--- src/cache_config.svh ---
// Cache geometry and width macros, included by the packages and the RTL files
`ifndef CACHE_CONFIG_SVH
`define CACHE_CONFIG_SVH

`define ADDR_W          32   // Byte address
`define WORD_W          32   // Processor data word

// Address split into tag, index and byte offset
`define TAG_W           20
`define INDEX_W         8
`define OFFSET_W        4

`define LINES           256  // Direct mapped with one line per index
`define WORDS_PER_LINE  4
`define LINE_W          128  // WORDS_PER_LINE * WORD_W

`endif

--- src/bus_pkg.sv ---
// Processor operation and controller state encodings used by the cache controller and top
package bus_pkg;

    // Processor request kinds
    typedef enum logic [1:0] {
        OP_READ  = 2'b00,
        OP_WRITE = 2'b01,
        OP_FLUSH = 2'b10   // Invalidate the whole cache
    } cpu_op_t;

    // Cache controller FSM states
    typedef enum logic [2:0] {
        IDLE   = 3'd0,  // Accepts snoop or processor request
        LOOKUP = 3'd1,  // Tag compare on the registered address
        REFILL = 3'd2,  // Waiting on the coherence unit
        SNOOP  = 3'd3,  // Snoop lookup and state update
        FLUSH  = 3'd4   // Walks every index
    } ctrl_state_t;

endpackage

--- src/cache_pkg.sv ---
// Storage types of the L1 data cache, imported by the store interface, storage and controller
`include "cache_config.svh"

package cache_pkg;

    // MESI line state where I also marks an invalid line
    typedef enum logic [1:0] {
        M = 2'b00,   // Modified
        E = 2'b01,   // Exclusive
        S = 2'b10,   // Shared
        I = 2'b11    // Invalid
    } mesi_t;

    // One cache line seen as a whole block for refill and snoop
    // or as separate words for processor access
    typedef union packed {
        logic [`LINE_W-1:0]                      block;
        logic [`WORDS_PER_LINE-1:0][`WORD_W-1:0] words;  // Word 0 in low bits
    } line_u;

endpackage

--- src/store_if.sv ---
// Interface between the cache controller and the tag, line and state storage
`timescale 1ns/1ps
`include "cache_config.svh"

interface store_if import cache_pkg::*; ();

    // Lookup path with read data combinational from rd_index
    logic [`INDEX_W-1:0] rd_index;
    logic [`TAG_W-1:0]   rd_tag;
    mesi_t               rd_state;
    line_u               rd_line;

    // Full line write
    logic                line_we;
    logic [`INDEX_W-1:0] wr_index;
    logic [`TAG_W-1:0]   wr_tag;
    line_u               wr_line;
    mesi_t               wr_state;

    // State-only write that loses to line_we on the same index
    logic                state_we;
    logic [`INDEX_W-1:0] st_index;
    mesi_t               st_state;

    modport ctrl (
        output rd_index, line_we, wr_index, wr_tag, wr_line, wr_state,
        output state_we, st_index, st_state,
        input  rd_tag, rd_state, rd_line
    );

    modport store (
        input  rd_index, line_we, wr_index, wr_tag, wr_line, wr_state,
        input  state_we, st_index, st_state,
        output rd_tag, rd_state, rd_line
    );

endinterface

--- src/cache_ctrl.sv ---
// L1 cache controller FSM for processor requests, refills, snoops and flush
`timescale 1ns/1ps
`include "cache_config.svh"

module cache_ctrl import cache_pkg::*, bus_pkg::*; (
    input  logic                clk,
    input  logic                rst,
    store_if.ctrl               sif,

    // Processor request and response
    input  logic                cpu_valid,
    output logic                cpu_ready,
    input  cpu_op_t             cpu_op,
    input  logic [`ADDR_W-1:0]  cpu_addr,
    input  logic [`WORD_W-1:0]  cpu_wdata,
    output logic                resp_valid,
    output logic [`WORD_W-1:0]  resp_rdata,
    output logic                resp_hit,

    // Refill request and data
    output logic                fill_req_valid,
    input  logic                fill_req_ready,
    output logic [`ADDR_W-1:0]  fill_addr,
    input  logic                fill_valid,
    input  logic [`LINE_W-1:0]  fill_line,
    input  mesi_t               fill_state,

    // Snoop request and response
    input  logic                snoop_valid,
    output logic                snoop_ready,
    input  logic [`ADDR_W-1:0]  snoop_addr,
    input  mesi_t               snoop_new_state,
    output logic                snoop_resp_valid,
    output logic                snoop_hit,
    output logic [`WORD_W-1:0]  snoop_data,
    output mesi_t               snoop_state
);

    ctrl_state_t state_q;
    ctrl_state_t next_state;

    logic [`ADDR_W-1:0]  req_addr;     // Processor or snoop address
    cpu_op_t             op_q;
    logic [`WORD_W-1:0]  wdata_q;
    mesi_t               new_state_q;  // State named by the snoop
    logic                req_pending;  // Refill request not yet accepted
    logic [`INDEX_W-1:0] flush_cnt;

    logic [`TAG_W-1:0]   req_tag;
    logic [`INDEX_W-1:0] req_index;
    logic [1:0]          req_wsel;
    logic                cpu_acc;
    logic                snoop_acc;
    logic                lookup_hit;
    logic                refill_done;
    logic                flush_last;
    line_u               src_line;
    line_u               merged;

    assign req_tag   = req_addr[`ADDR_W-1 -: `TAG_W];
    assign req_index = req_addr[`OFFSET_W +: `INDEX_W];
    assign req_wsel  = req_addr[`OFFSET_W-1:2];  // Byte bits 1:0 ignored

    // Snoop wins over the processor in the same cycle
    assign snoop_ready = (state_q == IDLE);
    assign cpu_ready   = (state_q == IDLE) && !snoop_valid;
    assign snoop_acc   = snoop_valid && snoop_ready;
    assign cpu_acc     = cpu_valid && cpu_ready;

    assign lookup_hit  = (sif.rd_tag == req_tag) && (sif.rd_state != I);
    assign refill_done = (state_q == REFILL) && !req_pending && fill_valid;
    assign flush_last  = (state_q == FLUSH) && (flush_cnt == {`INDEX_W{1'b1}});

    always_comb begin
        next_state = state_q;
        case (state_q)
            IDLE: begin
                if (snoop_acc) begin
                    next_state = SNOOP;
                end else if (cpu_acc) begin
                    next_state = (cpu_op == OP_FLUSH) ? FLUSH : LOOKUP;
                end
            end
            LOOKUP:  next_state = lookup_hit ? IDLE : REFILL;
            REFILL:  next_state = refill_done ? IDLE : REFILL;
            SNOOP:   next_state = IDLE;
            FLUSH:   next_state = flush_last ? IDLE : FLUSH;
            default: next_state = IDLE;
        endcase
    end

    always_ff @(posedge clk or posedge rst) begin
        if (rst) begin
            state_q     <= IDLE;
            req_pending <= 1'b0;
            flush_cnt   <= '0;
        end else begin
            state_q <= next_state;
            if (state_q == LOOKUP && !lookup_hit) begin
                req_pending <= !fill_req_ready;  // Accepted already if ready
            end else if (state_q == REFILL && fill_req_ready) begin
                req_pending <= 1'b0;
            end
            if (cpu_acc && cpu_op == OP_FLUSH) begin
                flush_cnt <= '0;
            end else if (state_q == FLUSH) begin
                flush_cnt <= flush_cnt + 1'b1;
            end
        end
    end

    // Request payload
    always_ff @(posedge clk) begin
        if (snoop_acc) begin
            req_addr    <= snoop_addr;
            new_state_q <= snoop_new_state;
        end else if (cpu_acc) begin
            req_addr <= cpu_addr;
            op_q     <= cpu_op;
            wdata_q  <= cpu_wdata;
        end
    end

    // Refill data or stored line with the written word merged in
    always_comb begin
        src_line = sif.rd_line;
        if (state_q == REFILL) begin
            src_line.block = fill_line;
        end
        merged = src_line;
        if (op_q == OP_WRITE) begin
            merged.words[req_wsel] = wdata_q;
        end
    end

    assign fill_req_valid = (state_q == LOOKUP && !lookup_hit) ||
                            (state_q == REFILL && req_pending);
    assign fill_addr      = {req_tag, req_index, {`OFFSET_W{1'b0}}};  // Line aligned

    assign resp_valid = (state_q == LOOKUP && lookup_hit) || refill_done || flush_last;
    assign resp_hit   = (state_q == LOOKUP) && lookup_hit;
    assign resp_rdata = merged.words[req_wsel];

    // Snoop reports the state before the update
    assign snoop_resp_valid = (state_q == SNOOP);
    assign snoop_hit        = (state_q == SNOOP) && lookup_hit;
    assign snoop_data       = sif.rd_line.words[req_wsel];
    assign snoop_state      = sif.rd_state;

    assign sif.rd_index = req_index;

    assign sif.line_we  = (state_q == LOOKUP && lookup_hit && op_q == OP_WRITE) ||
                          refill_done;
    assign sif.wr_index = req_index;
    assign sif.wr_tag   = req_tag;
    assign sif.wr_line  = merged;
    assign sif.wr_state = (op_q == OP_WRITE) ? M : fill_state;  // Written line becomes M

    assign sif.state_we = (state_q == SNOOP && lookup_hit) || (state_q == FLUSH);
    assign sif.st_index = (state_q == FLUSH) ? flush_cnt : req_index;
    assign sif.st_state = (state_q == FLUSH) ? I : new_state_q;

endmodule

--- src/flat_wrapper.sv ---
// flat-port wrapper written by rule: the top's interface ports become plain ports
module cache_ctrl_flat import cache_pkg::*, bus_pkg::*;
  (clk, rst, cpu_valid, cpu_ready, cpu_op, cpu_addr, cpu_wdata, resp_valid, resp_rdata, resp_hit, fill_req_valid, fill_req_ready, fill_addr, fill_valid, fill_line, fill_state, snoop_valid, snoop_ready, snoop_addr, snoop_new_state, snoop_resp_valid, snoop_hit, snoop_data, snoop_state, sif_rd_index, sif_line_we, sif_wr_index, sif_wr_tag, sif_wr_line, sif_wr_state, sif_state_we, sif_st_index, sif_st_state, sif_rd_tag, sif_rd_state, sif_rd_line);
  store_if sif_i ();
  input  logic clk;
  input  logic rst;
  input  logic cpu_valid;
  output logic cpu_ready;
  input  cpu_op_t cpu_op;
  input  logic [`ADDR_W-1:0] cpu_addr;
  input  logic [`WORD_W-1:0] cpu_wdata;
  output logic resp_valid;
  output logic [`WORD_W-1:0] resp_rdata;
  output logic resp_hit;
  output logic fill_req_valid;
  input  logic fill_req_ready;
  output logic [`ADDR_W-1:0] fill_addr;
  input  logic fill_valid;
  input  logic [`LINE_W-1:0] fill_line;
  input  mesi_t fill_state;
  input  logic snoop_valid;
  output logic snoop_ready;
  input  logic [`ADDR_W-1:0] snoop_addr;
  input  mesi_t snoop_new_state;
  output logic snoop_resp_valid;
  output logic snoop_hit;
  output logic [`WORD_W-1:0] snoop_data;
  output mesi_t snoop_state;
  output wire logic [$bits(sif_i.rd_index)-1:0] sif_rd_index;
  output wire logic [$bits(sif_i.line_we)-1:0] sif_line_we;
  output wire logic [$bits(sif_i.wr_index)-1:0] sif_wr_index;
  output wire logic [$bits(sif_i.wr_tag)-1:0] sif_wr_tag;
  output wire logic [$bits(sif_i.wr_line)-1:0] sif_wr_line;
  output wire logic [$bits(sif_i.wr_state)-1:0] sif_wr_state;
  output wire logic [$bits(sif_i.state_we)-1:0] sif_state_we;
  output wire logic [$bits(sif_i.st_index)-1:0] sif_st_index;
  output wire logic [$bits(sif_i.st_state)-1:0] sif_st_state;
  input wire logic [$bits(sif_i.rd_tag)-1:0] sif_rd_tag;
  input wire logic [$bits(sif_i.rd_state)-1:0] sif_rd_state;
  input wire logic [$bits(sif_i.rd_line)-1:0] sif_rd_line;
  assign sif_rd_index = sif_i.rd_index;
  assign sif_line_we = sif_i.line_we;
  assign sif_wr_index = sif_i.wr_index;
  assign sif_wr_tag = sif_i.wr_tag;
  assign sif_wr_line = sif_i.wr_line;
  assign sif_wr_state = sif_i.wr_state;
  assign sif_state_we = sif_i.state_we;
  assign sif_st_index = sif_i.st_index;
  assign sif_st_state = sif_i.st_state;
  assign sif_i.rd_tag = sif_rd_tag;
  assign sif_i.rd_state = sif_rd_state;
  assign sif_i.rd_line = sif_rd_line;
  cache_ctrl u_core (.clk(clk), .rst(rst), .sif(sif_i), .cpu_valid(cpu_valid), .cpu_ready(cpu_ready), .cpu_op(cpu_op), .cpu_addr(cpu_addr), .cpu_wdata(cpu_wdata), .resp_valid(resp_valid), .resp_rdata(resp_rdata), .resp_hit(resp_hit), .fill_req_valid(fill_req_valid), .fill_req_ready(fill_req_ready), .fill_addr(fill_addr), .fill_valid(fill_valid), .fill_line(fill_line), .fill_state(fill_state), .snoop_valid(snoop_valid), .snoop_ready(snoop_ready), .snoop_addr(snoop_addr), .snoop_new_state(snoop_new_state), .snoop_resp_valid(snoop_resp_valid), .snoop_hit(snoop_hit), .snoop_data(snoop_data), .snoop_state(snoop_state));
endmodule
--- config.mk ---
export PLATFORM = sky130hd
export DESIGN_NAME = cache_ctrl_flat
export DESIGN_NICKNAME = d
export VERILOG_FILES = /design/src/bus_pkg.sv /design/src/cache_pkg.sv /design/src/store_if.sv /design/src/cache_ctrl.sv /design/src/flat_wrapper.sv
export VERILOG_INCLUDE_DIRS = /design/src
export SDC_FILE = /design/constraint.sdc
export NUM_CORES = 1
export LEC_CHECK = 0
export BUFFER_PORTS_ARGS = -buffer_cell sky130_fd_sc_hd__buf_4
export CORE_AREA = 5 5 258 260
export CTS_CLUSTER_DIAMETER = 150
export DETAILED_ROUTE_END_ITERATION = 12
export DIE_AREA = 0 0 263 265
export PLACE_DENSITY_LB_ADDON = 0.2
export SLEW_MARGIN = 30
export SYNTH_ARGS = -nofsm -noshare
export SYNTH_HDL_FRONTEND = slang
export SYNTH_SLANG_ARGS = --single-unit
--- constraint.sdc ---
create_clock -name clk -period 3.7 [get_ports clk]
set_input_delay 0.185 -clock clk [delete_from_list [all_inputs] [get_ports clk]]
set_output_delay 0.185 -clock clk [all_outputs]
set_load 0.03 [all_outputs]
# Word-level counts from Yosys, hierarchy flattened
# Index checks and enable logic that the tools add are counted.
# totals
regBits	80
mem_bits_rw	0
memories	0
romBits	0
in_bits	386
latch_bits	0
word_cells	75
# op_classes
order_cmp	2
n_mux	25
bitwise_logic	1
mul	0
reduce_logical	29
add_sub_neg	1
shift	0
eq_ne	10
div	0
# op_table
cell	count
$mux W128	2
$mux W32	5
$bmux W32 S2	2
$bwmux W128	1
$demux W32 S2	1
$mux W8	3
$eq A20 B20 Y1	1
$logic_and A1 B1 Y1	15
$mux W3	4
$pmux W3 S4	1
$add A8 B1 Y8 const B	1
$eq A8 B8 Y1 const B	1
$mux W2	4
$eq A3 B2 Y1 const B	2
$reduce_bool A2 Y1	3
$logic_or A1 B1 Y1	5
$logic_not A1 Y1	4
$eq A3 B1 Y1 const B	1
$eq A3 B3 Y1 const B	1
$logic_not A3 Y1	1
$lt A2 B3 Y1 const B	1
$ne A3 B3 Y1 const B	1
$eq A2 B1 Y1 const B	1
$eq A2 B2 Y1 const B	1
5 further kinds	6

# Depth between registers and ports, before layout
# depth
word_depth	8
ltp_mapped	8
ltp_nobuf	6

# Worst setup path after synthesis
# Ideal clock, no wire load.
# synth_timing
path_type	reg-to-reg
startpoint	reg u_core.state_q[2]
endpoint	reg u_core.req_addr[10] (enable)
setup_slack_ns	0.056
path_stages_with_launch	6
setup_ns	0.373
n_path_buf	1
t_required_ns	3.327
arrival_ns	3.271
path_cell_list	dfrtp_1 > buf_2 > nor4_1 > nand2_1 > inv_1 > or2_2
# synth_via
elab_chain_len	4
# synth_rtl
element	line	source
from (decl)	cache_ctrl.sv:39	ctrl_state_t state_q;
from (signal assigned)	cache_ctrl.sv:98	state_q <= next_state;
$logic_not A3 Y1	cache_ctrl.sv:66	assign cpu_ready = (state_q == IDLE) && !snoop_valid;
$logic_and A1 B1 Y1	cache_ctrl.sv:66	
named net cpu_ready	flat_wrapper.sv:8	output logic cpu_ready;
$logic_and A1 B1 Y1	cache_ctrl.sv:68	assign cpu_acc = cpu_valid && cpu_ready;
$reduce_bool A2 Y1 (no source line)	n/a	
to (signal assigned)	cache_ctrl.sv:115	req_addr <= snoop_addr;
to (signal assigned)	cache_ctrl.sv:118	req_addr <= cpu_addr;
to (decl)	cache_ctrl.sv:42	logic [`ADDR_W-1:0] req_addr;
# The timed path passes the listed nets, and every way through them passes these cells.
# A chain may end at the register's enable or synchronous reset.

# Worst setup path after layout
# layout_timing
startpoint	reg u_core.state_q[1]
endpoint	out resp_rdata[20]
# layout_via
elab_chain_len	6
# layout_rtl
element	line	source
$eq A3 B2 Y1 (*)	cache_ctrl.sv:127	if (state_q == REFILL) begin
$mux W128 (*)	cache_ctrl.sv:127	
$bwmux W128	cache_ctrl.sv:132	merged.words[req_wsel] = wdata_q;
$mux W128 (*)	cache_ctrl.sv:131	if (op_q == OP_WRITE) begin
$bmux W32 S2 (*)	cache_ctrl.sv:142	assign resp_rdata = merged.words[req_wsel];
$mux W32 (not written as such) (*)	cache_ctrl.sv:142	
to (decl)	flat_wrapper.sv:13	output logic [`WORD_W-1:0] resp_rdata;
# Mark *: on every way between the ends. The rest lies on a longest branch, timed or not. The select of a mux whose other input is x is not followed.

==> flow_summary.toml <==
[outcome]
run_status = "finished clean"

[sta]
period_needed_ns = 3.16
tns_ns = 0
rsz0062_at_grt = "no"
setup_violations = 0
max_slew_margin = 0.402
clock.fmax_ghz = 0.316
worst_slew_pin_slew_ns = 0.896
hold_viol = 0
finClkSkew_ns = 0.0243
slew_viol_final = 0
fin_crit_sh = 0.854

[drt]
dr.pass1.iters = 5
drt_wl_total_mm = 53.5
drtAntennaViolNets = 0
via_per_inst = 3.99
detail_route.wl_per_cell_microns = 23.0
drc = 0
drt_iter0_drc = 431
routed-via-count = 9300

[place]
port_buffers = 660
place_congestion = 0.871
dp.cells = 2277
hpwl_mm = 43.3

[critical_path]
startpoint_type = "flip-flop"
slowest_delay_ns = 0.56
critPathKind = "flip-flop to output port"
endpoint_kind = "output port"
crit_arrival_ns = 2.98
worst_ep_required_time_ns = 3.51
cpMaxStageDelayCell = "dfrtp_1"
crit_fanout = 34
crit_chain = "nor3b_4, buf_12, buf_12, mux2i_1, mux4_2, a21oi_1, buf_4"
crit_path_frequent_cell = "buf_12"

[clock_network]
post-cts-setup-buffer-count = 0
clkSinkCount = 78
worstSkewPairLatency_ns = 0.39
cts_tree = "yes"
cts_buffer_depth = 2
root_buffer = "clkbuf_16"
cts_htree_levels = 3
cts_buffers = 9
clk_pin_slew_worst_paths_ns = 0.07

[grt]
gr-total-overflow = 0
grt_max_degree = 65
grt_pass1_wl_mm = 74.6
antenna_found_initial = 5
grt_pass1_vias = 10300
track_usage = 0.145

[layout]
final_cells = 2331
layout_commonest_cell = "buf_4"
syn_to_final_growth_pct = 71.8
fin_nets = 1856
mostFrequentLayoutCells = "buf_4, mux2i_1, nand2_1, o21ai_0, nor2_1"
ff_latch_area_sq_um = 2280
drive_gt1_frac = 0.548
multi_input_area_sq_um = 5300
nFillCells = 7019

[pwr]
p_int_uw = 5200
power_density_nw_per_um2 = 776
seqPwrFrac = 0.141
vdd_drop_max_mv = 0.314
combPwrFrac = 0.768
p_clk_frac = 0.092
power.switching_uw = 6080
p_sw_frac = 0.539
p_leak_uw = 0.00614

[yosys]
ys_top_cells_by_area = "edfxtp_1, mux4_2, mux2i_1"
netlist-cell-type-count = 41
synth_edf_count = 66
synthFlopType = "edfxtp_1"
yosysWarnings = 0
synth_async_sr_flop_share = 0.154
synth_top_area_frac = 0.234
synth.yosys.seq_area_share = 0.270
netlist_instances = 877
synth_largest_area_cell = "edfxtp_1"
synth_seq_cells = 78
synth_area_sq_um = 8460
syn_avg_cell_area_sq_um = 9.64

[floorplan]
design.core.area_sq_um = 63900
rows = 93
start_util = 0.132
die_area_sq_um = 69700
dieWidth_microns = 263
num_io_pins = 669
die_h_microns = 265

[min_path]
hold_class = "primary input to flip-flop"

[run]
maxCapViolCount = 0
layer usage:
layer / GRT usage / part of all wire
met5: 0 / 0.00013
met4: 0.0342 / 0.020
met3: 0.0577 / 0.089
met2: 0.261 / 0.51
met1: 0.160 / 0.38
power groups by stage:
stage / combinational [uW] / clock, uW / sequential, uW
final: 8650 / 1030 / 1590
after global routing: 9150 / 1130 / 1620
after CTS: 8820 / 1110 / 1590
after detailed placement: 8770 / 0 / 1600
after global placement: 8780 / 0 / 1600
after floorplan: 5810 / 0 / 1420
path summary, 6_finish.rpt:
check	startpoint	end	slack (ns)	cells after the start
min in group asynchronous	rst	u_core.flush_cnt[0]	0.40	3
setup / recovery	u_core.state_q[1]	resp_rdata[20]	0.54	7
setup reg to reg	u_core.state_q[2]	u_core.req_addr[29]	1.21	4
max in group asynchronous	rst	u_core.state_q[1]	2.96	3
hold reg to reg	u_core.flush_cnt[4]	u_core.flush_cnt[4]	0.57	2
hold / removal	cpu_wdata[12]	u_core.wdata_q[12]	0.05	1
cell families (layout without fill, tap and decap cells):
group	after synthesis	in the layout	share of synthesized area
multiplexers	232	232	0.375
AND/OR/NAND/NOR	220	220	0.111
XOR/XNOR	26	26	0.0269
adder cells (fa/ha/maj)	2	2	0.00266
AO/OA/AOI/OAI	173	173	0.105
buffers and inverters	145	739	0.109
flip-flops	78	78	0.270
other	1	6	0.000443
synthesized netlist by cell type (2+ instances only):
cell type,n
nor4_1,3
edfxtp_1,66
nor2_1,75
mux2i_1,130
and2_1,3
nand4_1,6
xnor2_1,17
clkbuf_1,39
nor3b_2,2
nand2b_1,6
o211ai_1,2
nor3_1,6
xor2_1,9
o31ai_1,3
nand3_1,3
inv_1,4
mux2_2,38
buf_1,4
buf_4,72
mux4_2,64
buf_2,16
buf_6,9
dfrtp_1,12
a21oi_1,67
o21ai_0,98
nand2_1,108
cell type report:
| type | instances | share of cell area |
|---|---|---|
| Tap cell | 855 | 0.0736 |
| Clock buffer | 12 | 0.0163 |
| Sequential cell | 78 | 0.157 |
| Multi-Input combinational cell | 657 | 0.365 |
| Timing Repair Buffer | 719 | 0.383 |
| Antenna cell | 2 | 0.000345 |
| Clock inverter | 4 | 0.00388 |
| Inverter | 4 | 0.00103 |
sequential cells by signal, summed over array words and instances, names as in the netlist:
signal / count
u_core.req_addr: 30
u_core.flush_cnt: 8
u_core.state_q: 3
u_core.req_pending: 1
u_core.op_q: 2
u_core.new_state_q: 2
u_core.wdata_q: 32
through the flow:
step                hold WS [ns]  area (sq um)  setup slack [ns]  power, uW   util
finish                    0.0470         14500             0.540      11300  0.227
global route             0.00262         14500             0.275      11900  0.227
CTS                      0.00360         14500             0.300      11500  0.227
detailed placement         0.258         13900             0.714      10400  0.217
global placement           0.253         13900             0.749      10400  0.217
floorplan                 0.0497          8470            0.0558       7230      -
critical path, delay by kind of cell (launching register included):
kind	cells	cell delay, ns
compound gates	1	0.19
buf+inv	3	0.79
flops	1	0.56
mux	2	0.61
simple gates	1	0.36
timing repair:
item / CTS / global route
resized for setup: 0 / 0
setup endpoints to repair: 0 / 0
endpoints found under the hold margin: 47 / 0
hold buffers: 36 / 0
Note: power is estimated with default switching activity, not from simulation.
